--- config.mk ---
export PLATFORM = sky130hd
export DESIGN_NAME = tusca_uc
export DESIGN_NICKNAME = d
export VERILOG_FILES = /design/src/verilog/tusca_medida_pkg.sv /design/src/verilog/tusca_uc.sv
export SDC_FILE = /design/constraint.sdc
export NUM_CORES = 1
export LEC_CHECK = 0
export BUFFER_PORTS_ARGS = -buffer_cell sky130_fd_sc_hd__buf_2
export CELL_PAD_IN_SITES_DETAIL_PLACEMENT = 0
export CELL_PAD_IN_SITES_GLOBAL_PLACEMENT = 1
export CORE_UTILIZATION = 53
export DETAILED_ROUTE_END_ITERATION = 10
export PLACE_DENSITY = 0.86
export SETUP_SLACK_MARGIN = 0.2
export SYNTH_ARGS = -nofsm -noshare
export SYNTH_HDL_FRONTEND = slang
export SYNTH_SLANG_ARGS = --single-unit
--- constraint.sdc ---
create_clock -name clock -period 5.4 [get_ports clock]
set_clock_uncertainty 0.15 [all_clocks]
set_input_delay 1.35 -clock clock [delete_from_list [all_inputs] [get_ports clock]]
set_output_delay 1.35 -clock clock [all_outputs]
set_load 0.02 [all_outputs]
--- src/verilog/tusca_medida_pkg.sv ---
package tusca_medida_pkg;

  // sensor timing in cycles of the 10 MHz clock.
  localparam int unsigned CICLOS_PULSO_INICIO = 180000;
  localparam int unsigned CICLOS_LIMIAR_UM    = 400;
  localparam int unsigned CICLOS_TIMEOUT      = 1500;
  localparam int unsigned CICLOS_INTERVALO    = 200000;

  // one decoded frame in bus order, without the checksum byte.
  typedef struct packed {
    logic [7:0] umidade_int;
    logic [7:0] umidade_dec;
    logic [7:0] temperatura_int;
    logic [7:0] temperatura_dec;
  } medida_t;

  typedef enum logic [1:0] {
    UC_INICIAL,
    UC_MEDE,
    UC_ESPERA_MEDIDA,
    UC_ESPERA_INTERVALO
  } estado_uc_t;

  typedef enum logic [2:0] {
    DHT_OCIOSO,
    DHT_PULSO_INICIO,
    DHT_ESPERA_RESPOSTA,
    DHT_RESPOSTA,
    DHT_BIT_BAIXO,
    DHT_BIT_ALTO,
    DHT_FIM
  } estado_dht_t;

endpackage

--- src/verilog/tusca_uc.sv ---
module tusca_uc (
  input  logic clock,
  input  logic arst_n,
  input  logic start,
  input  logic pronto_medida,
  output logic medir
);

  tusca_medida_pkg::estado_uc_t estado;
  logic                         start_q;
  logic                         borda_start;
  logic [31:0]                  contador;
  logic                         fim_intervalo;

  // only the first rising edge matters, later ones arrive while running.
  assign borda_start   = start & ~start_q;
  assign fim_intervalo = (contador == tusca_medida_pkg::CICLOS_INTERVALO - 1);
  assign medir         = (estado == tusca_medida_pkg::UC_MEDE);

  always_ff @(posedge clock or negedge arst_n) begin
    if (!arst_n) begin
      start_q <= 1'b0;
    end else begin
      start_q <= start;
    end
  end

  always_ff @(posedge clock or negedge arst_n) begin
    if (!arst_n) begin
      estado   <= tusca_medida_pkg::UC_INICIAL;
      contador <= '0;
    end else begin
      case (estado)
        tusca_medida_pkg::UC_INICIAL: begin
          if (borda_start) begin
            estado <= tusca_medida_pkg::UC_MEDE;
          end
        end
        tusca_medida_pkg::UC_MEDE: begin
          estado <= tusca_medida_pkg::UC_ESPERA_MEDIDA;
        end
        tusca_medida_pkg::UC_ESPERA_MEDIDA: begin
          if (pronto_medida) begin
            contador <= '0;
            estado   <= tusca_medida_pkg::UC_ESPERA_INTERVALO;
          end
        end
        tusca_medida_pkg::UC_ESPERA_INTERVALO: begin
          // the interval runs whether or not the last frame was good.
          if (fim_intervalo) begin
            estado <= tusca_medida_pkg::UC_MEDE;
          end else begin
            contador <= contador + 1;
          end
        end
        default: begin
          estado <= tusca_medida_pkg::UC_INICIAL;
        end
      endcase
    end
  end

endmodule
==> summary.md <==
| Metric | Value |
|---|---|
| Status | `complete, no violations` |
| Port bufs | `4` |
| Post-route ant nets | `0` |
| Syn nets | `269` |
| Largest net degree at the start of global routing | `36` |
| Die span in x | `69.9 microns` |
| Syn. warnings | `0` |
| Max Cap Viol | `0` |
| DP Worst Slack | `approximately 2000 ps` |
| Final HPWL DP | `approximately 4000 microns` |
| Most used cells in the layout excluding fill and tap cells | `35 x dfrtp_1, 21 x nand2_1, 19 x nand3_1` |
| DRT Wirelength | `~5600 microns` |
| Num rows | `24` |
| Setup crit start | `estado[0]` |
| Yosys reg bits | `35` |
| Fin. max-slew vios | `0` |
| Period utilisation layout | `61.8%` |
| Clock share of power | `21.3%` |
| Pleak | `1.03 nW` |
| P_sw | `between 0.4 and 0.5 mW` |
| Synth-to-Final Area Change | `1.94%` |
| RSZ-0062 raised after global routing | `false` |
| Vias in the first global route | `between 1,500 and 2,000` |
| Placer Congestion | `approximately 0.85` |
| Critical path's largest stage delay | `about 900 ps` |
| Post-synth EDFFs | `0` |
| Grt total ovfl | `0` |
| Num ports | `5` |
| Critical-path top delay cell | `nor4_4` |
| Gr usage total | `25.3%` |
| Seq/Total Area, Yosys | `35.8%` |
| Seq pwr share | `about two fifths` |
| Nets | `264` |
| Worst Setup Slack, final | `just over 2000 ps` |
| Crit path capture type | `flip-flop` |
| CP Max Fanout | `27` |
| Worst EP arrival | `roughly 3400 ps` |
| Layout Cells excl Fill | `a little over 300` |
| CTS Buf Count | `5` |
| VDD IR max | `0.167 mV` |
| Routed length per instance | `around 18 microns` |
| Clk buf depth | `2` |
| Asr flop ratio synth | `100%` |
| Dpl cells | `approximately 300` |
| Antenna violations before repair | `0` |
| Postcts setup bufs | `0` |
| Slew headroom | `a little over a third` |
| Worst-path clk slew | `approximately 70 ps` |
| Startpoint of the worst register-to-register path | `estado[0]` |
| Final hold vios | `0` |
| Final setup violation count | `0` |
| Die ar. | `4890 sq um` |
| N_diodes | `0` |
| Post-route cell area | `between 2000 and 2500 sq um` |
| Req. time, crit path | `5420 ps` |
| Crit path kind | `flip-flop to flip-flop` |
| Synth Cell Area | `between 2000 and 2500 sq um` |
| Count of cell types in the netlist | `55` |
| DP Area | `between 2000 and 2500 sq um` |
| Vias/cell | `6.67` |
| PwrDens | `400 nW/um^2` |
| Setup TNS | `0 ps` |
| Initial DRC count | `154` |
| Die Span Y | `roughly 70 microns` |
| CTS root buf | `clkbuf_8` |
| Worst-margin pin slew | `972 ps` |
| Worst hold path class | `flip-flop to flip-flop` |
| DRC Markers | `0` |
| Switching Fraction | `around 43%` |
| Post-CTS Resized | `0` |
| Drt pass-1 iters | `4` |
| CP cell instances | `ha_1 -> inv_1 -> nor4_4 -> or2_2 -> o21ai_0` |
| Placeable Area | `4380 sq um` |
| TritonCTS clock tree | `yes` |
| Fin crit period | `~3300 ps` |
| H-tree Lvls | `2` |
| Worst Path Buf+Inv | `1` |
| Post-Synthesis Cells | `between 200 and 300` |
| Fmax | `around 300 MHz` |
| Cell Int Power | `roughly 0.57 mW` |
| Fraction of layout cells with a size suffix above 1 | `between 10% and 20%` |
| Initial core utilization | `55.8%` |
| Hold path startpoint | `contador[0]` |
| Most common cell after layout, fill and taps aside | `dfrtp_1` |
| First-pass GRT wire length | `9690 microns` |
| Startpoint types | `flip-flop` |
| Clk sinks | `35` |
| CP delay by family, top | `simple AND/OR/NAND/NOR gates` |
| Vias | `between 2,000 and 2,500` |
| Syn_area_per_cell | `around 9.4 sq um` |
| Worst-skew pair later-pin latency | `about 300 ps` |
| Hold_buf cts | `0` |
| Comb power frac | `about two fifths` |
| Post-synth top flop | `dfrtp_1` |
==> per-layer routing <==
metal	vias up	part of all wire, %	global-route usage, %
met4	0	1.7	10.0
met5	-	0	0
met3	11	4.1	4.91
met1	993	50	37.4
met2	49	45	36.3
li1	995	-	-
==> synthesized netlist by cell type (4+ instances only) <==
| master | instances | area (sq um) |
|---|---|---|
| a21o_1 | 5 | 37.5 |
| a21oi_1 | 6 | 30.0 |
| a31oi_1 | 5 | 31.3 |
| and2_1 | 4 | 25.0 |
| and3_1 | 5 | 31.3 |
| buf_6 | 5 | 56.3 |
| clkbuf_1 | 4 | 15.0 |
| clkbuf_8 | 4 | 55.1 |
| dfrtp_1 | 35 | 876 |
| ha_1 | 6 | 75.1 |
| inv_1 | 5 | 18.8 |
| mux2i_1 | 6 | 60.1 |
| nand2_1 | 21 | 78.8 |
| nand3_1 | 19 | 95.1 |
| nand4_1 | 16 | 100 |
| nor2_1 | 9 | 33.8 |
| nor4_1 | 5 | 31.3 |
| nor4_2 | 5 | 62.6 |
| o21ai_0 | 14 | 70.1 |
| o31ai_1 | 18 | 135 |
| o41ai_1 | 5 | 43.8 |
| or3_1 | 7 | 43.8 |
==> worst register-to-register path, cell delays in order (launching register included) <==
cell and delay (ps):
dfrtp_1 390, ha_1 820, inv_1 580, nor4_4 900
or2_2 280, o21ai_0 100
==> worst paths after layout <==
kind,end,slack [ps],cells after the start
worst max register to register,contador[1],2060,5
max in group asynchronous,estado[0],3620,1
min in group asynchronous,contador[24],990,1
worst max-delay path,contador[1],2060,5
worst min register to register,contador[0],410,1
worst min-delay path,contador[0],410,1
==> power groups by stage <==
stage / registers [mW] / logic, mW / clock network, mW
2_1_floorplan: 0.357 / 0.362 / 0
3_3_place_gp: 0.384 / 0.404 / 0
3_5_place_dp: 0.384 / 0.404 / 0
4_1_cts: 0.380 / 0.407 / 0.217
5_1_grt: 0.391 / 0.456 / 0.223
6_report: 0.382 / 0.402 / 0.212
==> flip-flops by register name (all words and copies together), names as in the netlist <==
signal and cells:
contador 32, start_q 1, estado 2
==> cell type report <==
class | instances | area [sq um]
multi-input combinational | 202 | 1410
tap | 52 | 65.1
clock buffer | 8 | 100
sequential | 35 | 876
fill | 395 | 1890
inverter | 5 | 18.8
timing repair buffer | 5 | 27.5
==> per-stage QoR <==
stage / util [%] / total power [mW] / hold slack (ps)
after global placement: 54.6 / 0.788 / 397
after floorplan: - / 0.719 / 349
after global routing: 56.8 / 1.07 / 438
after detailed placement: 54.6 / 0.788 / 403
final: 56.8 / 0.996 / 414
after CTS: 56.8 / 1.00 / 421
==> cells by family (layout without fill, tap and decap cells) <==
group                      count (synthesis)  count (layout)  share of synthesized area [%]
buffers and inverters                     22              18                           6.70
muxes                                      8               8                           3.38
DFF                                       35              35                           35.8
AOI/OAI and AO/OA                         69              69                           20.0
adders and majority gates                  6               6                           3.07
and+or+nand+nor                          119             119                           31.1
Note: power is estimated with default switching activity, not from simulation.
