**src/verilog/tusca_config_pkg.sv**
```systemverilog
package tusca_config_pkg;

  typedef enum logic [7:0] {
    CFG_LIM_TEMP1   = 8'd1,
    CFG_LIM_TEMP2   = 8'd2,
    CFG_LIM_TEMP3   = 8'd3,
    CFG_LIM_TEMP4   = 8'd4,
    CFG_LIM_UMIDADE = 8'd5
  } opcode_config_t;

  // temperature limits in degrees, humidity limit in percent.
  typedef struct packed {
    logic [7:0] lim_temp1;
    logic [7:0] lim_temp2;
    logic [7:0] lim_temp3;
    logic [7:0] lim_temp4;
    logic [7:0] lim_umidade;
  } limites_t;

  localparam limites_t LIMITES_RESET = '{
    lim_temp1:   8'd20,
    lim_temp2:   8'd25,
    lim_temp3:   8'd30,
    lim_temp4:   8'd35,
    lim_umidade: 8'd70
  };

  localparam int unsigned CICLOS_BIT_UART      = 87;
  localparam int unsigned CICLOS_PWM_VENTOINHA = 100;

  // servo pulse widths within a 20 ms frame.
  localparam int unsigned CICLOS_PWM_SERVO    = 200000;
  localparam int unsigned CICLOS_SERVO_BASE   = 10000;
  localparam int unsigned CICLOS_SERVO_PASSO  = 2500;
  localparam int unsigned CICLOS_SERVO_NEUTRO = 15000;

endpackage

```
**src/verilog/tusca_recepcao_config.sv**
```systemverilog
module tusca_recepcao_config (
  input  logic                       clock,
  input  logic                       arst_n,
  input  logic                       rx_serial_config,
  output tusca_config_pkg::limites_t limites,
  output logic                       erro_config
);

  typedef enum logic [1:0] {
    RX_OCIOSO,
    RX_INICIO,
    RX_DADOS,
    RX_PARADA
  } estado_rx_t;

  estado_rx_t                       estado;
  logic                             rx_meta;
  logic                             rx_sync;
  logic [6:0]                       contador;
  logic [2:0]                       indice;
  logic [7:0]                       byte_rx;
  logic                             meio_bit;
  logic                             fim_bit;
  logic                             byte_valido;
  logic                             tem_opcode;
  tusca_config_pkg::opcode_config_t opcode;

  assign meio_bit    = (contador == 7'(tusca_config_pkg::CICLOS_BIT_UART / 2 - 1));
  assign fim_bit     = (contador == 7'(tusca_config_pkg::CICLOS_BIT_UART - 1));
  assign byte_valido = (estado == RX_PARADA) && fim_bit && rx_sync;

  always_ff @(posedge clock or negedge arst_n) begin
    if (!arst_n) begin
      rx_meta  <= 1'b1;
      rx_sync  <= 1'b1;
      estado   <= RX_OCIOSO;
      contador <= '0;
      indice   <= '0;
    end else begin
      rx_meta  <= rx_serial_config;
      rx_sync  <= rx_meta;
      contador <= contador + 1;
      case (estado)
        RX_OCIOSO: begin
          contador <= '0;
          indice   <= '0;
          if (!rx_sync) begin
            estado <= RX_INICIO;
          end
        end
        RX_INICIO: begin
          // a start bit that is gone by mid-bit was a glitch.
          if (meio_bit) begin
            contador <= '0;
            estado   <= rx_sync ? RX_OCIOSO : RX_DADOS;
          end
        end
        RX_DADOS: begin
          if (fim_bit) begin
            contador <= '0;
            indice   <= indice + 1;
            if (indice == 3'd7) begin
              estado <= RX_PARADA;
            end
          end
        end
        default: begin
          if (fim_bit) begin
            estado <= RX_OCIOSO;
          end
        end
      endcase
    end
  end

  always_ff @(posedge clock) begin
    if (estado == RX_DADOS && fim_bit) begin
      byte_rx <= {rx_sync, byte_rx[7:1]};
    end
    if (byte_valido && !tem_opcode) begin
      opcode <= tusca_config_pkg::opcode_config_t'(byte_rx);
    end
  end

  // first byte of a pair is the opcode, the second its value.
  always_ff @(posedge clock or negedge arst_n) begin
    if (!arst_n) begin
      tem_opcode  <= 1'b0;
      erro_config <= 1'b0;
      limites     <= tusca_config_pkg::LIMITES_RESET;
    end else if (byte_valido) begin
      tem_opcode <= ~tem_opcode;
      if (tem_opcode) begin
        erro_config <= 1'b0;
        case (opcode)
          tusca_config_pkg::CFG_LIM_TEMP1:   limites.lim_temp1   <= byte_rx;
          tusca_config_pkg::CFG_LIM_TEMP2:   limites.lim_temp2   <= byte_rx;
          tusca_config_pkg::CFG_LIM_TEMP3:   limites.lim_temp3   <= byte_rx;
          tusca_config_pkg::CFG_LIM_TEMP4:   limites.lim_temp4   <= byte_rx;
          tusca_config_pkg::CFG_LIM_UMIDADE: limites.lim_umidade <= byte_rx;
          default:                           erro_config         <= 1'b1;
        endcase
      end
    end
  end

endmodule

```
**config.mk**
```make
export PLATFORM = sky130hd
export DESIGN_NAME = tusca_recepcao_config
export DESIGN_NICKNAME = d
export VERILOG_FILES = /design/src/verilog/tusca_config_pkg.sv /design/src/verilog/tusca_recepcao_config.sv
export SDC_FILE = /design/constraint.sdc
export NUM_CORES = 1
export LEC_CHECK = 0
export ABC_AREA = 0
export BUFFER_PORTS_ARGS = -buffer_cell sky130_fd_sc_hd__buf_2
export CAP_MARGIN = 20
export CORE_ASPECT_RATIO = 1.5
export CORE_UTILIZATION = 60
export DETAILED_ROUTE_END_ITERATION = 10
export HOLD_SLACK_MARGIN = 0.12
export MAX_ROUTING_LAYER = met4
export PLACE_DENSITY = 0.83
export RECOVER_POWER = 50
export SETUP_SLACK_MARGIN = 0.1
export SYNTH_ARGS = -nofsm -noshare
export SYNTH_HDL_FRONTEND = slang
export SYNTH_SLANG_ARGS = --single-unit
```
**constraint.sdc**
```tcl
create_clock -name clock -period 6.2 [get_ports clock]
set_input_delay 1.24 -clock clock [delete_from_list [all_inputs] [get_ports clock]]
set_output_delay 1.24 -clock clock [all_outputs]
set_load 0.05 [all_outputs]
```
==> impl_metrics.toml <==
[power_and_ir_drop]
power.internal_uw = 763
netSwitchingFraction_pct = 20.5
comb_power_share_pct = 2.6
seqPwrFrac_pct = 52.2
ir_drop_uv = 217
p_switching_uw = 197
p_leak_uw = 0.00165
power.density_nw_per_um2 = 279
clkPwrFrac_pct = 45.1

[clocking]
clockBufferDepth = 2
post_cts.repair.setup_buffers = 0
clk_pin_slew_ns = 0.08
clk_latency_ns = 0.34
clock-sinks = 72
ctsRootBufferMaster = "clkbuf_8"
cts_max_level = 3
cts_tree = "yes"
cts_buffers = 9
cts_hold_buf = 0
ctsResizeCount = 0

[grt]
grtUsageTotal_pct = 24.5
grt_overflow = 0
grt_max_degree = 57
antenna_found_initial = 0
grt_pass1_wl_mm = 8.67
grt_pass1_vias = 1740

[floorplanning]
rows = 30
start_util_pct = 63.6
die_x_um = 59.1
die_area_um2 = 5180
io-pin-count = 44
fp.coreArea_um2 = 4620
die_h_um = 87.6

[sta]
finalSetupViolCount = 0
min_period_ns = 3.59
grt_setup_unrepaired = "false"
report.final.slew_viol_count = 57
setup_tns_ns = 0
finalWorstSetupSlack_ns = 2.61
finalHoldViolCount = 0
clock.fmax_ghz = 0.279
finClkSkew_ns = 0.00973
min_period_over_period_pct = 57.9
max_slew_margin_pct = -94.5
worst_pin_slew_ns = 2.92

[logic_synthesis]
syn_avg_cell_area_um2 = 15.4
netlist_area_um2 = 2930
synthCells = 191
ys_seq_area_share_pct = 64.9
synth-edff-count = 16
synth-main-ff-cell = "dfrtp_1"
ys_seq_elements = 72
yosys_warnings = 0
synth-async-reset-ratio_pct = 77.8
yosysUniqueCellTypes = 35
synth_nets = 198

[placement]
dp_slack_ns = 3.35
place_congestion = 0.797
hpwl_mm = 3.59
place_inst = 294
postPlaceCellArea_um2 = 3200
io_buffers = 43

[hold_path]
min_from = "rx_meta"
hp-class = "reg -> reg"

[critical_path]
worstPathArrival_ns = 3.39
cp_num_buf_inv = 2
r2r-start = "opcode[5]"
timing.critical_path.max_delay_family = "buffers and inverters"
cp.required_ns = 6.01
path_max_fanout = 56
cp_cell_sequence = "buf_2 -> clkbuf_1"
end_kind = "async pin"
crit_path_max_incr_delay_ns = 2.06
worst-setup-path-type = "in -> async"
startpoint = "arst_n"
worst_setup_path_start_kind = "input port"
cp_slowest_cell = "clkbuf_1"

[routing]
routed_wl_mm = 5.36
drc = 0
post_drt_wl_per_cell_um = 17.2
drt_iter0_markers = 49
vias_per_cell = 5.51
dr.pass1.iters = 4
vias = 1713
ant_nets = 0

[final_layout]
seq_area_um2 = 1900
antenna_cells = 0
syn_to_final_growth_pct = 17.4
final_util_pct = 74.6
fillers = 302
instances_no_fill = 311
drive_gt1_share_pct = 48.6
final_area_um2 = 3440
multi_input_area_um2 = 986
nets = 249

[status]
violations = "max-capacitance violations, max-slew violations"
status = "finished, violations left"

[job]
maxCapViolations = 1
## layer usage
layer  vias up  track usage, %  share of wire (%)  wire length [um]
li1        798               -                  -                 -
met1       854            29.6                 42              2230
met2        45            37.2                 51              2760
met3        16            6.50                3.5               187
met4         0            13.2                3.4               182
met5         -               -                  0                 0
## cell usage in the layout, fill, tap and decap left out, types with 3 or more instances in the layout
cell type	count
nor3_1	4
edfxtp_1	16
mux2_4	8
nand2_1	8
o21ai_0	3
buf_2	43
clkbuf_1	3
dfrtp_1	39
nand3_1	5
nand2b_1	4
nor4_4	4
xor2_1	3
nor2_1	11
and3_1	3
mux2_2	32
ha_1	4
inv_1	3
dfstp_2	16
clkbuf_8	10
## kinds of logic after synthesis
group | Yosys count | share of synthesized area (%)
flip-flops | 72 | 64.9
AND/OR/NAND/NOR | 49 | 11.1
buffers and inverters | 8 | 1.54
adder cells (fa/ha/maj) | 4 | 1.71
XOR/XNOR | 5 | 1.49
multiplexers | 40 | 16.4
AO/OA/AOI/OAI | 13 | 2.94
## cell usage after synthesis (3+ instances only)
library cell  count  area (um2)
dfstp_2          17         447
nand2b_1          4        25.0
o21ai_0           3        15.0
edfxtp_1         16         480
nand2_1           8        30.0
nand3_1           5        25.0
xor2_1            3        26.3
ha_1              4        50.1
nor3_1            4        20.0
and3_1            3        18.8
nor2_1           11        41.3
mux2_2           32         360
mux2_4            8         120
nor4_4            4        85.1
inv_1             3        11.3
dfrtp_1          39         976
## flip-flops by register name (all words and copies together) (netlist names)
name and cells:
rx_sync 1, limites 40, tem_opcode 1, rx_meta 1, estado 2, opcode 8, indice 3, contador 7
byte_rx 8, erro_config 1
## power groups by stage
stage / clock (uW) / combinational [uW] / sequential, uW
3_5_place_dp: 0 / 26.6 / 511
6_report: 433 / 25.3 / 501
4_1_cts: 439 / 26.7 / 501
3_3_place_gp: 0 / 25.9 / 510
5_1_grt: 457 / 30.6 / 503
2_1_floorplan: 0 / 17.9 / 506
## through the flow
| step | power (uW) | hold slack (ns) |
|---|---|---|
| 2_1_floorplan | 524 | 0.345 |
| 3_5_place_dp | 537 | 0.347 |
| 3_3_place_gp | 536 | 0.347 |
| 4_1_cts | 968 | 0.359 |
| 6_report | 960 | 0.366 |
| 5_1_grt | 990 | 0.369 |
## cell type report
cell class | count | share of cell area, %
Multi-Input combinational cell | 111 | 28.6
Inverter | 3 | 0.327
Timing Repair Buffer | 45 | 6.47
Tap cell | 64 | 2.33
Clock inverter | 4 | 2.14
Sequential cell | 72 | 55.3
Clock buffer | 12 | 4.83
## worst paths after layout
check | cells past startpoint | endpoint | slack (ns)
min reg2reg | 0 | rx_sync | 0.37
max in group clock | 4 | limites[30] | 3.37
min in group asynchronous | 2 | limites[22] | 1.94
max | 2 | contador[2] | 2.61
max reg2reg | 4 | limites[30] | 3.37
min | 0 | rx_sync | 0.37
No activity file was read; power rests on OpenSTA's default activity.
