<file path="config.mk">
export PLATFORM = sky130hd
export DESIGN_NAME = tusca_atuadores
export DESIGN_NICKNAME = d
export VERILOG_FILES = /design/src/verilog/tusca_config_pkg.sv /design/src/verilog/tusca_medida_pkg.sv /design/src/verilog/tusca_atuadores.sv
export SDC_FILE = /design/constraint.sdc
export NUM_CORES = 1
export LEC_CHECK = 0
export BUFFER_PORTS_ARGS = -buffer_cell sky130_fd_sc_hd__buf_2
export CORE_ASPECT_RATIO = 1.75
export CORE_MARGIN = 2
export CORE_UTILIZATION = 51
export CTS_CLUSTER_SIZE = 24
export DETAILED_ROUTE_END_ITERATION = 10
export GPL_TIMING_DRIVEN = 0
export PLACE_DENSITY = 0.83
export SYNTH_ARGS = -nofsm -noshare
export SYNTH_HDL_FRONTEND = slang
export SYNTH_SLANG_ARGS = --single-unit
</file>
<file path="constraint.sdc">
create_clock -name clock -period 4.53 [get_ports clock]
set_clock_uncertainty 0.05 [all_clocks]
set_input_delay 0.453 -clock clock [delete_from_list [all_inputs] [get_ports clock]]
set_output_delay 0.453 -clock clock [all_outputs]
set_load 0.05 [all_outputs]
</file>
<file path="src/verilog/tusca_config_pkg.sv">
package tusca_config_pkg;

  typedef enum logic [7:0] {
    CFG_LIM_TEMP1   = 8'd1,
    CFG_LIM_TEMP2   = 8'd2,
    CFG_LIM_TEMP3   = 8'd3,
    CFG_LIM_TEMP4   = 8'd4,
    CFG_LIM_UMIDADE = 8'd5
  } opcode_config_t;

  // temperature limits in degrees, humidity limit in percent.
  typedef struct packed {
    logic [7:0] lim_temp1;
    logic [7:0] lim_temp2;
    logic [7:0] lim_temp3;
    logic [7:0] lim_temp4;
    logic [7:0] lim_umidade;
  } limites_t;

  localparam limites_t LIMITES_RESET = '{
    lim_temp1:   8'd20,
    lim_temp2:   8'd25,
    lim_temp3:   8'd30,
    lim_temp4:   8'd35,
    lim_umidade: 8'd70
  };

  localparam int unsigned CICLOS_BIT_UART      = 87;
  localparam int unsigned CICLOS_PWM_VENTOINHA = 100;

  // servo pulse widths within a 20 ms frame.
  localparam int unsigned CICLOS_PWM_SERVO    = 200000;
  localparam int unsigned CICLOS_SERVO_BASE   = 10000;
  localparam int unsigned CICLOS_SERVO_PASSO  = 2500;
  localparam int unsigned CICLOS_SERVO_NEUTRO = 15000;

endpackage

</file>
<file path="src/verilog/tusca_medida_pkg.sv">
package tusca_medida_pkg;

  // sensor timing in cycles of the 10 MHz clock.
  localparam int unsigned CICLOS_PULSO_INICIO = 180000;
  localparam int unsigned CICLOS_LIMIAR_UM    = 400;
  localparam int unsigned CICLOS_TIMEOUT      = 1500;
  localparam int unsigned CICLOS_INTERVALO    = 200000;

  // one decoded frame in bus order, without the checksum byte.
  typedef struct packed {
    logic [7:0] umidade_int;
    logic [7:0] umidade_dec;
    logic [7:0] temperatura_int;
    logic [7:0] temperatura_dec;
  } medida_t;

  typedef enum logic [1:0] {
    UC_INICIAL,
    UC_MEDE,
    UC_ESPERA_MEDIDA,
    UC_ESPERA_INTERVALO
  } estado_uc_t;

  typedef enum logic [2:0] {
    DHT_OCIOSO,
    DHT_PULSO_INICIO,
    DHT_ESPERA_RESPOSTA,
    DHT_RESPOSTA,
    DHT_BIT_BAIXO,
    DHT_BIT_ALTO,
    DHT_FIM
  } estado_dht_t;

endpackage

</file>
<file path="src/verilog/tusca_atuadores.sv">
module tusca_atuadores (
  input  logic                       clock,
  input  logic                       arst_n,
  input  logic                       gira,
  input  logic                       pronto_medida,
  input  logic                       erro_medida_pulso,
  input  tusca_medida_pkg::medida_t  medida,
  input  tusca_config_pkg::limites_t limites,
  output logic [2:0]                 nivel_temperatura,
  output logic                       rele,
  output logic                       erro_medida,
  output logic                       pwm_ventoinha,
  output logic                       pwm_servo
);

  tusca_medida_pkg::medida_t medida_q;
  logic                      medida_valida;
  logic [6:0]                cnt_vent;
  logic [6:0]                duty_vent;
  logic [17:0]               cnt_servo;
  logic [17:0]               duty_servo;
  logic [17:0]               largura_servo;

  always_ff @(posedge clock or negedge arst_n) begin
    if (!arst_n) begin
      medida_q      <= '0;
      medida_valida <= 1'b0;
      erro_medida   <= 1'b0;
    end else if (pronto_medida) begin
      erro_medida <= erro_medida_pulso;
      if (!erro_medida_pulso) begin
        medida_q      <= medida;
        medida_valida <= 1'b1;
      end
    end
  end

  // level counts the limits the temperature is strictly above.
  assign nivel_temperatura = {2'b00, medida_q.temperatura_int > limites.lim_temp1}
                           + {2'b00, medida_q.temperatura_int > limites.lim_temp2}
                           + {2'b00, medida_q.temperatura_int > limites.lim_temp3}
                           + {2'b00, medida_q.temperatura_int > limites.lim_temp4};
  assign rele = medida_q.umidade_int > limites.lim_umidade;

  // the servo stays idle until the first good frame.
  assign largura_servo = !medida_valida ? 18'd0
                       : gira ? 18'(tusca_config_pkg::CICLOS_SERVO_BASE)
                              + 18'(tusca_config_pkg::CICLOS_SERVO_PASSO)
                              * 18'(nivel_temperatura)
                       : 18'(tusca_config_pkg::CICLOS_SERVO_NEUTRO);

  always_ff @(posedge clock or negedge arst_n) begin
    if (!arst_n) begin
      cnt_vent   <= '0;
      duty_vent  <= '0;
      cnt_servo  <= '0;
      duty_servo <= '0;
    end else begin
      if (cnt_vent == 7'(tusca_config_pkg::CICLOS_PWM_VENTOINHA - 1)) begin
        cnt_vent  <= '0;
        duty_vent <= 7'd25 * 7'(nivel_temperatura);
      end else begin
        cnt_vent <= cnt_vent + 1;
      end
      if (cnt_servo == 18'(tusca_config_pkg::CICLOS_PWM_SERVO - 1)) begin
        cnt_servo  <= '0;
        duty_servo <= largura_servo;
      end else begin
        cnt_servo <= cnt_servo + 1;
      end
    end
  end

  assign pwm_ventoinha = (cnt_vent < duty_vent);
  assign pwm_servo     = (cnt_servo < duty_servo);

endmodule

</file>
==> key figures <==
Logic synthesis
  • Synth Area per Inst: 9.338 um^2
  • Synth unique cells: 45
  • Synth Area in Adders: 21.87%
  • Asr flop ratio synth: 100.0%
  • Syn Nets: 624
  • Post-Syn Instances: 473
  • Yosys reg bits: 62
  • Share of synthesized cell area in and, or, nand and nor gates: 13.74%
  • Largest area contributor in the netlist: dfrtp_1
  • Post-synthesis mux area share: 3.824%
  • Post-synth EDFFs: 0
  • Synth Flop Type: dfrtp_1
  • Area of the mapped netlist: 0.004417 mm^2
  • Compound-Gate Fraction of Synth Area: 12.97%
  • Largest family of logic cells by synthesized area: adder cells
  • Area share of the largest cell type after synthesis: 35.13%
  • Post-synthesis xor/xnor area fraction: 5.156%
  • Sequential fraction of the synthesis area: 35.13%
  • Syn. warnings: 0
  • Synth top area cells: dfrtp_1 (35%), ha_1 (20%), inv_1 (5.8%)

Floorplan
  • Core area: 0.008368 mm^2
  • IO Pins: 84
  • Starting Density: 52.78%
  • Chip width: 74.35 um
  • Row cnt: 44
  • Die ar.: 0.009450 mm^2
  • Die height: 127.1 um

Worst setup path
  • Largest delay contributor family on the critical path: adder cells
  • Worst path bufs/invs: 4
  • Crit Path Category: reg2reg
  • CP arrival: 4800 ps
  • Crit-path cells: ha_4, nor2b_4, o21a_1, o21a_1, o21ai_2, a21oi_2, o22ai_2, fa_1, inv_2, ha_4, inv_4, ha_4, inv_4, ha_4, ha_4, inv_4, fa_2, ha_4, a21oi_2, o221ai_2, a21oi_2, xor2_1, a311oi_1
  • Slowest stage cell on the critical path: fa_2
  • Slowest stage delay, CP: 610 ps
  • Critical path fanouts, max: 5
  • Most numerous cell on the critical path: ha_4
  • CP startpoint kind: flip-flop
  • Crit. End Element: flip-flop
  • CP Data Required Time: 4710 ps

Timing
  • Final worst setup slack: -94.80 ps
  • Final period util: 102.1%
  • Worst-Margin Slew: 888.6 ps
  • Final setup fails: 3
  • Fin. Hold Viols: 0
  • Slew margin rel.: 40.21%
  • RSZ-0062 raised after global routing: true
  • Fin crit period: 4625 ps
  • Final TNS setup: -221.5 ps
  • Final Max Slew Viols: 0
  • Fmax: 216.2 MHz

Cells and area
  • Fin area: 0.005520 mm^2
  • NumNets Final: 710
  • Area growth syn-to-layout: 24.99%
  • Antenna diode instance count: 0
  • Layout Cells excl Fill: 679
  • Fillers: 681
  • Fraction of layout cells with a size suffix above 1: 27.13%
  • Multi-input logic area: 0.002778 mm^2
  • Most frequent cells in the layout: buf_2 (71), inv_1 (63), ha_1 (61), dfrtp_1 (61), nand2_1 (31)
  • Register area: 0.001553 mm^2
  • Most common cell after layout, fill and taps aside: buf_2

Clocking
  • Clk buf depth: 2
  • CTS H-tree depth: 3
  • Reg clk slew, reported paths: 50 ps
  • CTS buffer count: 9
  • Later-pin clock latency in the skew report: 330 ps
  • Clock Tree Root: clkbuf_16
  • TritonCTS clock tree: done
  • Num Clock Sinks: 62

Pwr
  • Pwr Density: 526.6 mW/mm^2
  • Worst VDD drop: 0.5724 mV
  • LEAKAGE: 2.919 nW
  • Power Total: 2.907 mW

Place
  • HPWL Detailed: 7722 um
  • Placer Congestion: 0.8546
  • Dpl cells: 654
  • Dpl cell area: 0.004987 mm^2
  • Port bufs: 66

Routing
  • Routed Antenna Nets: 0
  • Avg WL per Cell: 15.58 um
  • Total Wirelength: 10580 um
  • Vias per cell: 5.548
  • DRT iter0 DRCs: 120
  • Via Count: 3767
  • DR pass1 iterations: 4
  • DRC Markers: 0

Job
  • Max Cap Viol: 0

GRT
  • Initial antenna violation count: 0
  • Grt total ovfl: 0
  • Pin count of the biggest net entering global routing: 63
  • Number of global-route vias before repair: 4021
  • Overall routing resource usage: 24.25%
  • First-pass GRT wire length: 17470 um

Status
  • Status: finished with violations
  • Failing checks: setup timing

Hold path
  • Class of the worst hold path: in2async
[area by class of cell]
cell class                      count  share of cell area, %
Timing Repair Buffer               76                  7.389
Tap cell                          115                  2.607
Sequential cell                    62                  28.13
Inverter                           68                  4.760
Clock inverter                      4                 0.8160
Multi-Input combinational cell    328                  50.32
Buffer                             14                  1.337
Clock buffer                       12                  4.646
[sequential cells by signal (all words and copies together) (netlist names)]
signal / cells
duty_vent: 6
medida_valida: 1
cnt_servo: 18
cnt_vent: 7
erro_medida: 1
duty_servo: 13
medida_q: 16
[cells in the mapped netlist, types with 5 or more instances]
| cell type | instances |
|---|---|
| a21o_1 | 13 |
| a21oi_1 | 23 |
| buf_2 | 6 |
| clkbuf_1 | 8 |
| dfrtp_1 | 62 |
| ha_1 | 70 |
| inv_1 | 68 |
| mux2_2 | 15 |
| nand2_1 | 32 |
| nand3_1 | 22 |
| nand4_1 | 10 |
| nor2_1 | 22 |
| nor2b_1 | 7 |
| o21a_1 | 10 |
| o21ai_0 | 27 |
| or3_1 | 5 |
| xnor2_1 | 15 |
| xor2_1 | 11 |
[per-stage QoR]
stage	worst slack (ps)	hold slack, ps	utilization (%)
global route	-284.8	223.7	65.97
detailed placement	-411.0	419.9	59.60
global placement	-335.2	411.7	59.60
finish	-94.80	150.0	65.97
floorplan	4.772	107.4	-
CTS	9.705	270.0	64.19
[logic make-up (layout without fill, tap and decap cells)]
kind of cell	after synthesis	count (layout)
adder cells (fa/ha/maj)	75	75
AO/OA/AOI/OAI	92	92
AND/OR/NAND/NOR	120	120
flip-flops	62	62
multiplexers	15	15
XOR/XNOR	26	26
buffers and inverters	83	174
[repair_timing]
action,CTS,global route
hold buffers,0,0
hold endpoints to repair,0,0
resized for setup,9,22
endpoints found under the setup margin,5,5
pin swaps,9,17
buffers inserted,4,6
[routing by layer]
metal  track usage (%)  wire length [um]
met1             23.71              3743
met2             44.28              5957
met3             6.230               377
met4             13.66               500
met5                 0                 0
[report_power, final]
group | internal (mW) | total [mW] | leakage [nW] | switching [mW]
logic | 0.772 | 1.62 | 2.07 | 0.846
clock network | 0.452 | 0.688 | 0.152 | 0.236
registers | 0.577 | 0.602 | 0.698 | 0.0243
total | 1.80 | 2.91 | 2.92 | 1.11
[worst paths after layout]
check	end	start	slack, ps	depth (start not counted)
min reg2reg	duty_servo[11]	duty_servo[11]	430	1
min in group clock	medida_q[24]	medida[24]	280	3
min	erro_medida	arst_n	150	1
max in group asynchronous	medida_q[9]	arst_n	3750	1
max	duty_servo[12]	medida_q[9]	-90	23
max reg2reg	duty_servo[12]	medida_q[9]	-90	23
No activity file was read; power rests on OpenSTA's default activity.
